<file path="src/trng_pkg.sv">
/*
  Shared widths, CRC constants and FSM encodings for the TRNG entropy path.
  CRC_POLY and CRC_INIT are 32-bit, so the seed length is meant to stay 32.
  Raw block and seed vectors are sized by module parameters, not here.
*/
`default_nettype none

package trng_pkg;

    //------------------------------------------------------------
    // Default top-level parameter values
    //------------------------------------------------------------
    localparam int RAW_BITS_DEF   = 64;   // Raw block length in bits
    localparam int SEED_BITS_DEF  = 32;   // Seed length, one CRC-32 word
    localparam int REP_LIMIT_DEF  = 8;    // Run length that fails the health test
    localparam int FIFO_DEPTH_DEF = 4;    // Seeds held in the output buffer

    //------------------------------------------------------------
    // CRC-32 constants
    //------------------------------------------------------------
    localparam logic [31:0] CRC_POLY = 32'h04C1_1DB7;  // Normal form, MSB first
    localparam logic [31:0] CRC_INIT = 32'hFFFF_FFFF;  // All ones, no final XOR

    //------------------------------------------------------------
    // Vector types
    //------------------------------------------------------------
    typedef logic [7:0] byte_t;        // Host output byte
    typedef logic [7:0] fail_count_t;  // Saturating health failure count

    // Conditioner FSM
    typedef enum logic [1:0] {
        IDLE,   // Waiting for a raw block
        SHIFT,  // Bit-serial CRC over the block
        HOLD    // Seed ready, waiting on the buffer
    } cond_state_t;

    // Output buffer FSM
    typedef enum logic {
        WAIT,   // Idle, listening for host requests
        SEND    // Streaming bytes of the popped seed
    } buf_state_t;

endpackage

`default_nettype wire

</file>
<file path="src/entropy_health_monitor.sv">
/*
  Collects strobed entropy bits into raw blocks, first bit ends up as MSB.
  Repetition count test only: a run reaching REP_LIMIT discards the partial block.
  Strobes arriving while a full block waits for raw_ready_i are dropped.
  REP_LIMIT must be at least 1 and RAW_BITS at least 2.
*/
`timescale 1ns/1ps
`default_nettype none

module entropy_health_monitor import trng_pkg::*; #(
    parameter int RAW_BITS  = RAW_BITS_DEF,
    parameter int REP_LIMIT = REP_LIMIT_DEF
) (
    input  wire logic                clk,
    input  wire logic                reset_i,           // Sync, active high
    input  wire logic                entropy_bit_i,     // Raw bit from the source
    input  wire logic                entropy_strobe_i,  // Qualifies entropy_bit_i
    input  wire logic                raw_ready_i,       // From conditioner
    output logic                     raw_valid_o,       // Full block on raw_block_o
    output logic [RAW_BITS-1:0]      raw_block_o,
    output fail_count_t              fail_count_o       // Saturates at 255
);

    localparam int RUN_W = $clog2(REP_LIMIT + 1);
    localparam int CNT_W = $clog2(RAW_BITS);

    logic                accept;     // Strobe taken into the block
    logic                rep_fail;   // This bit completes a failing run
    logic [RUN_W-1:0]    run_q;      // Length of the current run, 0 after a failure
    logic [RUN_W-1:0]    run_next;
    logic                prev_q;     // Last accepted bit
    logic [CNT_W-1:0]    cnt_q;      // Bits already in the block
    logic [RAW_BITS-1:0] block_q;
    logic                valid_q;
    fail_count_t         fail_q;

    assign accept = entropy_strobe_i && !valid_q;  // Drop bits while a block waits

    // Run length including the incoming bit
    always_comb begin
        if (run_q != '0 && entropy_bit_i == prev_q) begin
            run_next = run_q + 1'b1;
        end else begin
            run_next = RUN_W'(1);  // New run
        end
    end

    assign rep_fail = accept && (run_next == RUN_W'(REP_LIMIT));

    //------------------------------------------------------------
    // Control: run tracking, bit count, failure count, valid
    //------------------------------------------------------------
    always_ff @(posedge clk) begin
        if (reset_i) begin
            valid_q <= 1'b0;
            run_q   <= '0;
            prev_q  <= 1'b0;
            cnt_q   <= '0;
            fail_q  <= '0;
        end else begin
            if (valid_q && raw_ready_i) valid_q <= 1'b0;  // Block handed over
            if (accept) begin
                prev_q <= entropy_bit_i;
                if (rep_fail) begin
                    run_q <= '0;                       // Next bit starts a run of 1
                    cnt_q <= '0;                       // Partial block discarded
                    if (fail_q != '1) fail_q <= fail_q + 1'b1;
                end else begin
                    run_q <= run_next;                 // Run carries into next block
                    if (cnt_q == CNT_W'(RAW_BITS - 1)) begin
                        cnt_q   <= '0;
                        valid_q <= 1'b1;               // Block complete
                    end else begin
                        cnt_q <= cnt_q + 1'b1;
                    end
                end
            end
        end
    end

    // Block shift register, stale bits are pushed out by the next block
    always_ff @(posedge clk) begin
        if (accept && !rep_fail) block_q <= {block_q[RAW_BITS-2:0], entropy_bit_i};
    end

    assign raw_valid_o  = valid_q;
    assign raw_block_o  = block_q;
    assign fail_count_o = fail_q;

    // A presented block keeps its data and valid until the conditioner takes it
    a_block_held: assert property (@(posedge clk) disable iff (reset_i)
        (raw_valid_o && !raw_ready_i) |=> (raw_valid_o && $stable(raw_block_o)))
        else $error("raw block changed before transfer");

endmodule

`default_nettype wire

</file>
<file path="src/crc_conditioner.sv">
/*
  Compresses one raw block into a seed with a bit-serial CRC-32, one bit per cycle.
  Seed is the CRC register after RAW_BITS bits, MSB first, no final inversion.
  SEED_BITS is expected to be 32 to match CRC_POLY.
*/
`timescale 1ns/1ps
`default_nettype none

module crc_conditioner import trng_pkg::*; #(
    parameter int RAW_BITS  = RAW_BITS_DEF,
    parameter int SEED_BITS = SEED_BITS_DEF
) (
    input  wire logic                 clk,
    input  wire logic                 reset_i,
    input  wire logic                 raw_valid_i,   // From health monitor
    input  wire logic [RAW_BITS-1:0]  raw_block_i,
    input  wire logic                 seed_ready_i,  // Buffer not full
    output logic                      raw_ready_o,   // Only in IDLE
    output logic                      seed_valid_o,  // Only in HOLD
    output logic [SEED_BITS-1:0]      seed_o
);

    localparam int                   CNT_W = $clog2(RAW_BITS);
    localparam logic [SEED_BITS-1:0] POLY  = SEED_BITS'(CRC_POLY);
    localparam logic [SEED_BITS-1:0] INIT  = SEED_BITS'(CRC_INIT);

    cond_state_t          state_q;
    logic [CNT_W-1:0]     cnt_q;     // Bits fed so far
    logic [RAW_BITS-1:0]  shreg_q;   // Block, consumed from the MSB
    logic [SEED_BITS-1:0] crc_q;
    logic                 fb;        // CRC feedback bit

    assign fb = crc_q[SEED_BITS-1] ^ shreg_q[RAW_BITS-1];

    //------------------------------------------------------------
    // FSM and bit counter
    //------------------------------------------------------------
    always_ff @(posedge clk) begin
        if (reset_i) begin
            state_q <= IDLE;
            cnt_q   <= '0;
        end else begin
            case (state_q)
                IDLE: if (raw_valid_i) begin
                    state_q <= SHIFT;
                    cnt_q   <= '0;
                end
                SHIFT: begin
                    cnt_q <= cnt_q + 1'b1;
                    if (cnt_q == CNT_W'(RAW_BITS - 1)) state_q <= HOLD;  // Last bit in
                end
                HOLD: if (seed_ready_i) state_q <= IDLE;  // Seed accepted
                default: state_q <= IDLE;
            endcase
        end
    end

    // Datapath, capture then shift with the LFSR
    always_ff @(posedge clk) begin
        case (state_q)
            IDLE: if (raw_valid_i) begin
                shreg_q <= raw_block_i;
                crc_q   <= INIT;
            end
            SHIFT: begin
                shreg_q <= shreg_q << 1;
                crc_q   <= {crc_q[SEED_BITS-2:0], 1'b0} ^ (fb ? POLY : '0);
            end
            default: ;  // Hold seed
        endcase
    end

    assign raw_ready_o  = (state_q == IDLE);
    assign seed_valid_o = (state_q == HOLD);
    assign seed_o       = crc_q;

    // Block in, then RAW_BITS busy cycles, then the seed is offered
    a_seed_latency: assert property (@(posedge clk) disable iff (reset_i)
        (raw_valid_i && raw_ready_o)
            |=> (!raw_ready_o && !seed_valid_o) [*RAW_BITS] ##1 (seed_valid_o && !raw_ready_o))
        else $error("conditioner latency or ready violated");

endmodule

`default_nettype wire

</file>
<file path="src/seed_byte_buffer.sv">
/*
  Circular FIFO of seeds, each host request pops one and sends it as bytes.
  Bytes go out MSB first on SEED_BITS/8 consecutive cycles after the request.
  Requests while empty or mid-burst are ignored. SEED_BITS must be a multiple of 8.
*/
`timescale 1ns/1ps
`default_nettype none

module seed_byte_buffer import trng_pkg::*; #(
    parameter int SEED_BITS  = SEED_BITS_DEF,
    parameter int FIFO_DEPTH = FIFO_DEPTH_DEF
) (
    input  wire logic                  clk,
    input  wire logic                  reset_i,
    input  wire logic                  seed_valid_i,  // From conditioner
    input  wire logic [SEED_BITS-1:0]  seed_i,
    input  wire logic                  rand_req_i,    // One-cycle host pulse
    output logic                       seed_ready_o,  // FIFO not full
    output byte_t                      rand_byte_o,
    output logic                       rand_valid_o,
    output logic                       rand_empty_o   // No seed stored
);

    localparam int NBYTES = SEED_BITS / 8;
    localparam int PTR_W  = (FIFO_DEPTH > 1) ? $clog2(FIFO_DEPTH) : 1;
    localparam int CNT_W  = $clog2(FIFO_DEPTH + 1);
    localparam int BCNT_W = (NBYTES > 1) ? $clog2(NBYTES) : 1;

    logic [SEED_BITS-1:0] mem [FIFO_DEPTH];
    logic [PTR_W-1:0]     wr_ptr_q, rd_ptr_q;
    logic [CNT_W-1:0]     count_q;     // Seeds stored
    logic                 push, pop;
    buf_state_t           state_q;
    logic [SEED_BITS-1:0] out_q;       // Seed being sent, top byte first
    logic [BCNT_W-1:0]    bcnt_q;      // Bytes already sent

    assign seed_ready_o = (count_q != CNT_W'(FIFO_DEPTH));
    assign rand_empty_o = (count_q == '0);
    assign push = seed_valid_i && seed_ready_o;
    assign pop  = rand_req_i && (state_q == WAIT) && !rand_empty_o;

    //------------------------------------------------------------
    // FIFO pointers and occupancy
    //------------------------------------------------------------
    always_ff @(posedge clk) begin
        if (reset_i) begin
            wr_ptr_q <= '0;
            rd_ptr_q <= '0;
            count_q  <= '0;
        end else begin
            if (push) wr_ptr_q <= (wr_ptr_q == PTR_W'(FIFO_DEPTH - 1)) ? '0 : wr_ptr_q + 1'b1;
            if (pop)  rd_ptr_q <= (rd_ptr_q == PTR_W'(FIFO_DEPTH - 1)) ? '0 : rd_ptr_q + 1'b1;
            if (push && !pop)      count_q <= count_q + 1'b1;
            else if (pop && !push) count_q <= count_q - 1'b1;
        end
    end

    always_ff @(posedge clk) begin
        if (push) mem[wr_ptr_q] <= seed_i;  // Storage, no reset
    end

    //------------------------------------------------------------
    // Burst FSM
    //------------------------------------------------------------
    always_ff @(posedge clk) begin
        if (reset_i) begin
            state_q <= WAIT;
            bcnt_q  <= '0;
        end else begin
            case (state_q)
                WAIT: if (pop) begin
                    state_q <= SEND;
                    bcnt_q  <= '0;
                end
                SEND: begin
                    bcnt_q <= bcnt_q + 1'b1;
                    if (bcnt_q == BCNT_W'(NBYTES - 1)) state_q <= WAIT;  // Last byte out
                end
                default: state_q <= WAIT;
            endcase
        end
    end

    // Output shifter, loads on pop, moves one byte per SEND cycle
    always_ff @(posedge clk) begin
        if (pop)                    out_q <= mem[rd_ptr_q];
        else if (state_q == SEND)   out_q <= out_q << 8;
    end

    assign rand_valid_o = (state_q == SEND);
    assign rand_byte_o  = out_q[SEED_BITS-1 -: 8];

    // Pointers meet only when the FIFO is empty or full
    a_ptr_count: assert property (@(posedge clk) disable iff (reset_i)
        (wr_ptr_q == rd_ptr_q) == (count_q == '0 || count_q == CNT_W'(FIFO_DEPTH)))
        else $error("seed FIFO count and pointers disagree");

    // Empty FIFO never starts a burst
    a_no_underflow: assert property (@(posedge clk) disable iff (reset_i)
        (rand_empty_o && state_q == WAIT) |=> !rand_valid_o)
        else $error("burst started from empty FIFO");

    // Every pop gives exactly NBYTES valid cycles, back to back
    a_burst_len: assert property (@(posedge clk) disable iff (reset_i)
        pop |=> rand_valid_o [*NBYTES] ##1 !rand_valid_o)
        else $error("burst length wrong");

endmodule

`default_nettype wire

</file>
<file path="src/trng_top.sv">
/*
  Entropy path top: health monitor, CRC conditioner, seed byte buffer.
  Parameters are set here and passed down; end-to-end latency depends on back-pressure.
*/
`timescale 1ns/1ps
`default_nettype none

module trng_top import trng_pkg::*; #(
    parameter int RAW_BITS   = RAW_BITS_DEF,
    parameter int SEED_BITS  = SEED_BITS_DEF,
    parameter int REP_LIMIT  = REP_LIMIT_DEF,
    parameter int FIFO_DEPTH = FIFO_DEPTH_DEF
) (
    input  wire logic  clk,
    input  wire logic  reset_i,
    input  wire logic  entropy_bit_i,      // Serial raw bit
    input  wire logic  entropy_strobe_i,   // Bit qualifier
    input  wire logic  rand_req_i,         // Host byte-burst request
    output byte_t      rand_byte_o,
    output logic       rand_valid_o,
    output logic       rand_empty_o,
    output fail_count_t health_fail_count_o
);

    //------------------------------------------------------------
    // Handshakes between stages
    //------------------------------------------------------------
    logic                 raw_valid, raw_ready;    // Monitor to conditioner
    logic [RAW_BITS-1:0]  raw_block;
    logic                 seed_valid, seed_ready;  // Conditioner to buffer
    logic [SEED_BITS-1:0] seed;

    entropy_health_monitor #(
        .RAW_BITS  (RAW_BITS),
        .REP_LIMIT (REP_LIMIT)
    ) u_monitor (
        .clk              (clk),
        .reset_i          (reset_i),
        .entropy_bit_i    (entropy_bit_i),
        .entropy_strobe_i (entropy_strobe_i),
        .raw_ready_i      (raw_ready),
        .raw_valid_o      (raw_valid),
        .raw_block_o      (raw_block),
        .fail_count_o     (health_fail_count_o)
    );

    crc_conditioner #(
        .RAW_BITS  (RAW_BITS),
        .SEED_BITS (SEED_BITS)
    ) u_conditioner (
        .clk          (clk),
        .reset_i      (reset_i),
        .raw_valid_i  (raw_valid),
        .raw_block_i  (raw_block),
        .seed_ready_i (seed_ready),
        .raw_ready_o  (raw_ready),
        .seed_valid_o (seed_valid),
        .seed_o       (seed)
    );

    seed_byte_buffer #(
        .SEED_BITS  (SEED_BITS),
        .FIFO_DEPTH (FIFO_DEPTH)
    ) u_buffer (
        .clk          (clk),
        .reset_i      (reset_i),
        .seed_valid_i (seed_valid),
        .seed_i       (seed),
        .rand_req_i   (rand_req_i),
        .seed_ready_o (seed_ready),   // Low when full, stalls the conditioner
        .rand_byte_o  (rand_byte_o),
        .rand_valid_o (rand_valid_o),
        .rand_empty_o (rand_empty_o)
    );

endmodule

`default_nettype wire

</file>
<file path="config.mk">
export PLATFORM = sky130hd
export DESIGN_NAME = trng_top
export DESIGN_NICKNAME = d
export VERILOG_FILES = /design/src/trng_pkg.sv /design/src/entropy_health_monitor.sv /design/src/crc_conditioner.sv /design/src/seed_byte_buffer.sv /design/src/trng_top.sv
export SDC_FILE = /design/constraint.sdc
export NUM_CORES = 1
export LEC_CHECK = 0
export ABC_AREA = 1
export BUFFER_PORTS_ARGS = -buffer_cell sky130_fd_sc_hd__clkbuf_2
export CAP_MARGIN = 25
export CELL_PAD_IN_SITES_DETAIL_PLACEMENT = 0
export CELL_PAD_IN_SITES_GLOBAL_PLACEMENT = 2
export CORE_MARGIN = 2
export CORE_UTILIZATION = 30
export CTS_CLUSTER_DIAMETER = 100
export CTS_CLUSTER_SIZE = 20
export DETAILED_ROUTE_END_ITERATION = 6
export PLACE_DENSITY = 0.69
export SYNTH_ARGS = -nofsm -noshare
export SYNTH_HDL_FRONTEND = slang
export SYNTH_SLANG_ARGS = --single-unit
export TNS_END_PERCENT = 5
</file>
<file path="constraint.sdc">
create_clock -name clk -period 3.19 [get_ports clk]
set_input_delay 0.4785 -clock clk [delete_from_list [all_inputs] [get_ports clk]]
set_output_delay 0.4785 -clock clk [all_outputs]
set_load 0.05 [all_outputs]
</file>
### Word-level counts from Yosys, hierarchy flattened

Memory sizes are Yosys's and may differ from the RTL's. A register that Yosys moved wholly into a read port is not among the register bits.
Cells that the tools add are included.

* shift operators: 0
* equality and inequality tests: 15
* multiplexer cells: 34
* $lt $le $gt $ge: 0
* reduce and logical (&&, ||, !) cells: 24
* add/sub/neg operators: 9
* multiply operators: 0
* div/mod/pow operators: 0
* bitwise gates (word level): 3

Operator list (count)
* $pmux 64 s2: 1
* $mux 32: 3
* $mux 64: 1
* $pmux 32 s2: 1
* $xor 32x32->32: 1
* $mux 27: 1
* $mux 6: 3
* $mux 2: 8
* $add 6x1->6 const B: 2
* $eq 6x6->1 const B: 2
* $pmux 6 s2: 1
* $logic_and 1x1->1: 10
* $add 8x1->8 const B: 1
* $eq 2x2->1 const B: 4
* $mux 1: 8
* $mux 4: 2
* $ne 8x8->1 const B: 1
* $add 2x1->2 const B: 3
* $mux 3: 2
* $pmux 2 s3: 1
* $reduce_and 3->1: 2
* $reduce_bool 2->1: 3
* $logic_not 1->1: 5
* $add 4x1->4 const B: 1
* 16 further kinds: 18

* ROM bits: 0
* memories: 1
* bits in latches: 0
* word-level logic and storage cells: 102
* register bits: 230
* output and inout bits: 18
* bits of input ports: 5
* memory bits (writable): 128

Memory list
* u_buffer.mem: depth 4, bits a word 32, rd ports 1, clocked after Yosys merged registers in 1, wr ports 1, RTL line seed_byte_buffer.sv:29 `logic [SEED_BITS-1:0] mem [FIFO_DEPTH];`

### Logic depth before layout (Yosys ltp)

* depth in word-level cells: 7
* mapped depth: 12
* gate-level depth less buffers: 12

### Cells and area by module

From an unflattened synthesis, not the netlist that was laid out.

* cell total of the unflattened synthesis: 1254
* area, all modules: 14412.6 um2

Modules (own cells, without submodules)
* seed_byte_buffer: cells an instance 573, area an instance 6894.1 um2, instances 1
* crc_conditioner: cells an instance 441, area an instance 4430.5 um2, instances 1
* entropy_health_monitor: cells an instance 240, area an instance 3088.0 um2, instances 1

### Worst setup path before layout

No wires, ideal clock.

* path kind: register to register
* start: reg u_monitor.run_q[0]
* end: reg u_monitor.block_q[0] (netlist: u_monitor.raw_block_o[0]), enable pin
* setup time: 0.440 ns
* required time: 2.750 ns
* stages on the path, launching flop included: 7
* path buffers: 0
* slack: 0.065 ns
* arrival: 2.685 ns
* cell sequence: dfxtp_1 inv_2 ha_1 nor2_2 nand3_2 nor3_4 nor2_2

* cells in the longest elaborated chain, start to end: 7

Ends and longest elaborated chain
* start, declared: RTL line entropy_health_monitor.sv:29 `logic [RUN_W-1:0] run_q;`
* start signal, assigned: RTL line entropy_health_monitor.sv:69 `run_q <= run_next;`
* parallel branches: the longest is 2 deep, another holds $add 4x1->4
* $mux 4 (*): RTL line entropy_health_monitor.sv:41 `if (run_q != '0 && entropy_bit_i == prev_q) begin`
* $eq 4x4->1 (*): RTL line entropy_health_monitor.sv:48 `assign rep_fail = accept && (run_next == RUN_W'(REP_LIMIT));`
* $logic_and 1x1->1 (*): RTL line entropy_health_monitor.sv:48
* $logic_not 1->1 (*): RTL line entropy_health_monitor.sv:83 `if (accept && !rep_fail) block_q <= {block_q[RAW_BITS-2:0], entropy_bit_i};`
* $logic_and 1x1->1 (*): RTL line entropy_health_monitor.sv:83
* end signal, assigned: RTL line entropy_health_monitor.sv:83
* end, declared: RTL line entropy_health_monitor.sv:33 `logic [RAW_BITS-1:0] block_q;`

Every way passes the cells marked *.
A chain may end at the register's enable or synchronous reset.

### Worst setup path in the final report

* start: reg u_monitor.run_q[0]
* end: reg u_monitor.block_q[23] (netlist: u_monitor.raw_block_o[23]), enable pin

Same word-level chain as after synthesis.

==> reports/metrics.cfg <==
[critical_path]
timing.rr.start = u_monitor.run_q[0]
crit_chain = inv_2 > ha_1 > nor2_2 > nand3_2 > nor3_4 > nor2_4 > buf_12
critPathTopFamily = simple AND/OR/NAND/NOR gates
required_ns = 3.45
rrSetupSlack_ns = 0.94
worst-path-max-fanout = 51
critPathCaptureType = flip-flop
arrival_ns = 2.52
cp_num_buf_inv = 2
worstRegToRegCells = 7
cpMaxStageDelayCell = dfxtp_1
rr_endpoint = u_monitor.raw_block_o[23]
crit_path_max_incr_delay_ns = 0.43
cp-start-kind = flip-flop
path_class = flip-flop to flip-flop

[hold_path]
holdPathEnd = u_monitor.raw_block_o[0]
holdPathStages = 1
min_from = entropy_bit_i
timing.hold.worst.class = primary input to flip-flop

[clocking]
cts_tree = yes
ctsHoldBuffers = 0
cts_buffers = 21
path_clk_slew_ns = 0.09
cts-root-buf = clkbuf_16
cts_max_level = 1
clkLatencyLatePin_ns = 0.53
postCtsSetupRepairBufs = 0
clock_sinks = 360
cts_max_path_buffers = 3
cts_resized = 0

[placement]
dp_hpwl_mm = 15.02
gp_congestion = 0.6917
port_buffers = 22
place_area_sq_mm = 0.01488

[grt]
grt_max_degree = 85
met2_usage_pct = 19.29
antenna_found_initial = 0
grt.overflow.total = 0
grt_most_used_layer = met2
grtUsageMet3_pct = 1.347
grt_pass1_wl_mm = 44.06
use_met1_pct = 15.73
grt_pass1_vias = 7931
grt_usage_pct = 11.39

[sta]
finalSetupViolCount = 0
setup_tns_ns = 0
whs_ns = 0.1853
fin_crit_ns = 2.253
fmax_ghz = 0.4440
grt_setup_unrepaired = no
worst_slew_pin_slew_ns = 0.9289
finalCritPeriodShare_pct = 70.61
timing.final.max_slew_violations = 0
hold_viol_final = 0
slew_headroom_pct = 38.07
finClkSkew_ns = 0.02327

[routing]
drtPass1Iterations = 5
route.detailed.drc = 0
ant_nets = 0
route.vias.total = 8035
first_iter_violations = 496
viasPerCell = 4.476
wl_per_cell_um = 15.15
postRouteWirelength_mm = 27.19

[flow_run]
maxCapViolCount = 0

[finish]
num_antenna_cells = 0
fin_nets = 1191
final_area_sq_mm = 0.01547
nFillCells = 4582
drive_gt1_share_pct = 9.764
areaGrowthSynthToFinish_pct = 10.23

[pwr]
power_density_mw_per_mm2 = 635.9
seqPwrFrac_pct = 57.3
internal_power_mw = 7.158
pwr-share-comb_pct = 14.8
p_leak_nw = 5.226
clock_power_share_pct = 27.9
peakVddDrop_v = 0.0003157
switchingPower_mw = 2.680
power_mw = 9.839
netSwitchingFraction_pct = 27.24

[synth]
avgSynthCellArea_sq_um = 12.07
syn-num-nets = 1181
syn_inst = 1163
synth-seq-area-share_pct = 74.17
ys_warn_count = 0
synth-seq-cells = 360
syn-cell-area_sq_mm = 0.01404
yosysUniqueCellTypes = 31

[die]
die_w_um = 220.3
dieHeight_um = 220.3
die_area_sq_mm = 0.04853
initial_core_util_pct = 30.28
core-area_sq_mm = 0.04636
ioPinCount = 23
num_rows = 79

[run_status]
status = completed

-- sequential cells by signal, summed over array words and instances (netlist names), named ones only --
name                    flops
u_buffer.rand_valid_o       1
u_monitor.raw_block_o      64
u_buffer.bcnt_q             2
u_buffer.rd_ptr_q           2
u_monitor.raw_valid_o       1
u_monitor.prev_q            1
u_monitor.fail_count_o      8
u_monitor.run_q             4
u_buffer.count_q            3
u_conditioner.cnt_q         6
u_buffer.wr_ptr_q           2
u_conditioner.seed_o       32
u_conditioner.shreg_q      64
u_monitor.cnt_q             6
u_conditioner.state_q       2
u_buffer.mem              128
u_buffer.out_q             32
-- layout by cell type (no fill, tap or decap), drive strengths merged, types with 25 or more instances in the layout --
| cell type | count |
|---|---|
| nand3 | 27 |
| clkbuf | 59 |
| nand2 | 271 |
| a21oi | 37 |
| edfxtp | 320 |
| inv | 49 |
| a31oi | 25 |
| or2 | 31 |
| o21ai | 81 |
| dfxtp | 40 |
| nor2 | 184 |
-- cell usage after synthesis --
master    instances  area, sq um
a221oi_1          1        8.760
nand3_2           1        10.01
inv_1            44        165.2
nor3_4            1        16.27
nor2_1          182        683.2
nand3b_1          1        7.510
a31oi_1          25        156.4
ha_1             12        150.1
clkinv_1          1        3.750
o21ai_0          80        400.4
buf_4             8        60.06
nor3_1            3        15.01
nand2_1         271         1017
dfxtp_1          40        800.8
xnor2_1           1        8.760
nand4_2           1        12.51
xor2_1            4        35.03
a211oi_1          2        15.01
o211a_1           2        20.02
nor2_2            2        12.51
edfxtp_1        320         9609
buf_2            17        85.08
inv_2             4        15.01
o21ai_1           1        5.000
a21oi_1          37        185.2
nand3_1          26        130.1
fa_1              1        20.02
clkbuf_1         33        123.9
or2_2            31        193.9
nand4_1          10        62.56
o31ai_1           1        7.510
-- per-stage QoR --
step / setup slack [ns] / util (%) / instances
after global routing: 0.6631 / 33.38 / 1795
after CTS: 0.9230 / 33.38 / 1795
final: 0.9375 / 33.38 / 1795
after detailed placement: 0.9498 / 32.09 / 1757
after global placement: 0.9201 / 32.09 / 1757
after floorplan: 0.06469 / - / 1163
-- kinds of logic (layout without fill, tap and decap cells) --
logic type	count (synthesis)	after routing	share of synthesized area, %
buffers and inverters	107	132	3.227
xor gates and xnor gates	5	5	0.3120
and+or+nand+nor	529	529	15.39
DFF	360	360	74.17
adders and majority gates	13	13	1.212
AOI/OAI and AO/OA	149	149	5.687
-- power by group through the flow --
stage,sequential (mW),combinational [mW],clock (mW)
after floorplan,5.72,1.08,0
after global placement,5.76,1.50,0
after detailed placement,5.76,1.51,0
after CTS,5.65,1.51,2.86
after global routing,5.68,1.66,3.00
final,5.64,1.46,2.75
-- worst max path at each step --
stage / startpoint / end / slack, ns / cells past startpoint
2_1_floorplan: u_monitor.run_q[0] / u_monitor.raw_block_o[0] / 0.06 / 6
3_3_place_gp: u_buffer.count_q[0] / u_buffer.count_q[2] / 0.92 / 12
3_5_place_dp: u_monitor.run_q[0] / u_monitor.raw_block_o[35] / 0.95 / 7
4_1_cts: u_monitor.run_q[0] / u_monitor.raw_block_o[23] / 0.92 / 7
5_1_grt: u_buffer.count_q[0] / u_buffer.count_q[2] / 0.66 / 12
6_report: u_monitor.run_q[0] / u_monitor.raw_block_o[23] / 0.94 / 7
-- area by class of cell --
type                            count  area, sq um  area share, %
Sequential cell                   360        10410          67.29
Tap cell                          607        759.5          4.909
Inverter                           49        186.4          1.205
Multi-Input combinational cell    696         3226          20.85
Clock buffer                       37        585.6          3.785
Timing Repair Buffer               45        295.3          1.908
Clock inverter                      1        8.758        0.05661
-- routing by layer --
layer  vias up  wire length (um)
li1       4004                 -
met1      3913             13160
met2        85             12840
met3        33               675
met4         0               513
met5         -                 0
Note: power is estimated with default switching activity, not from simulation.
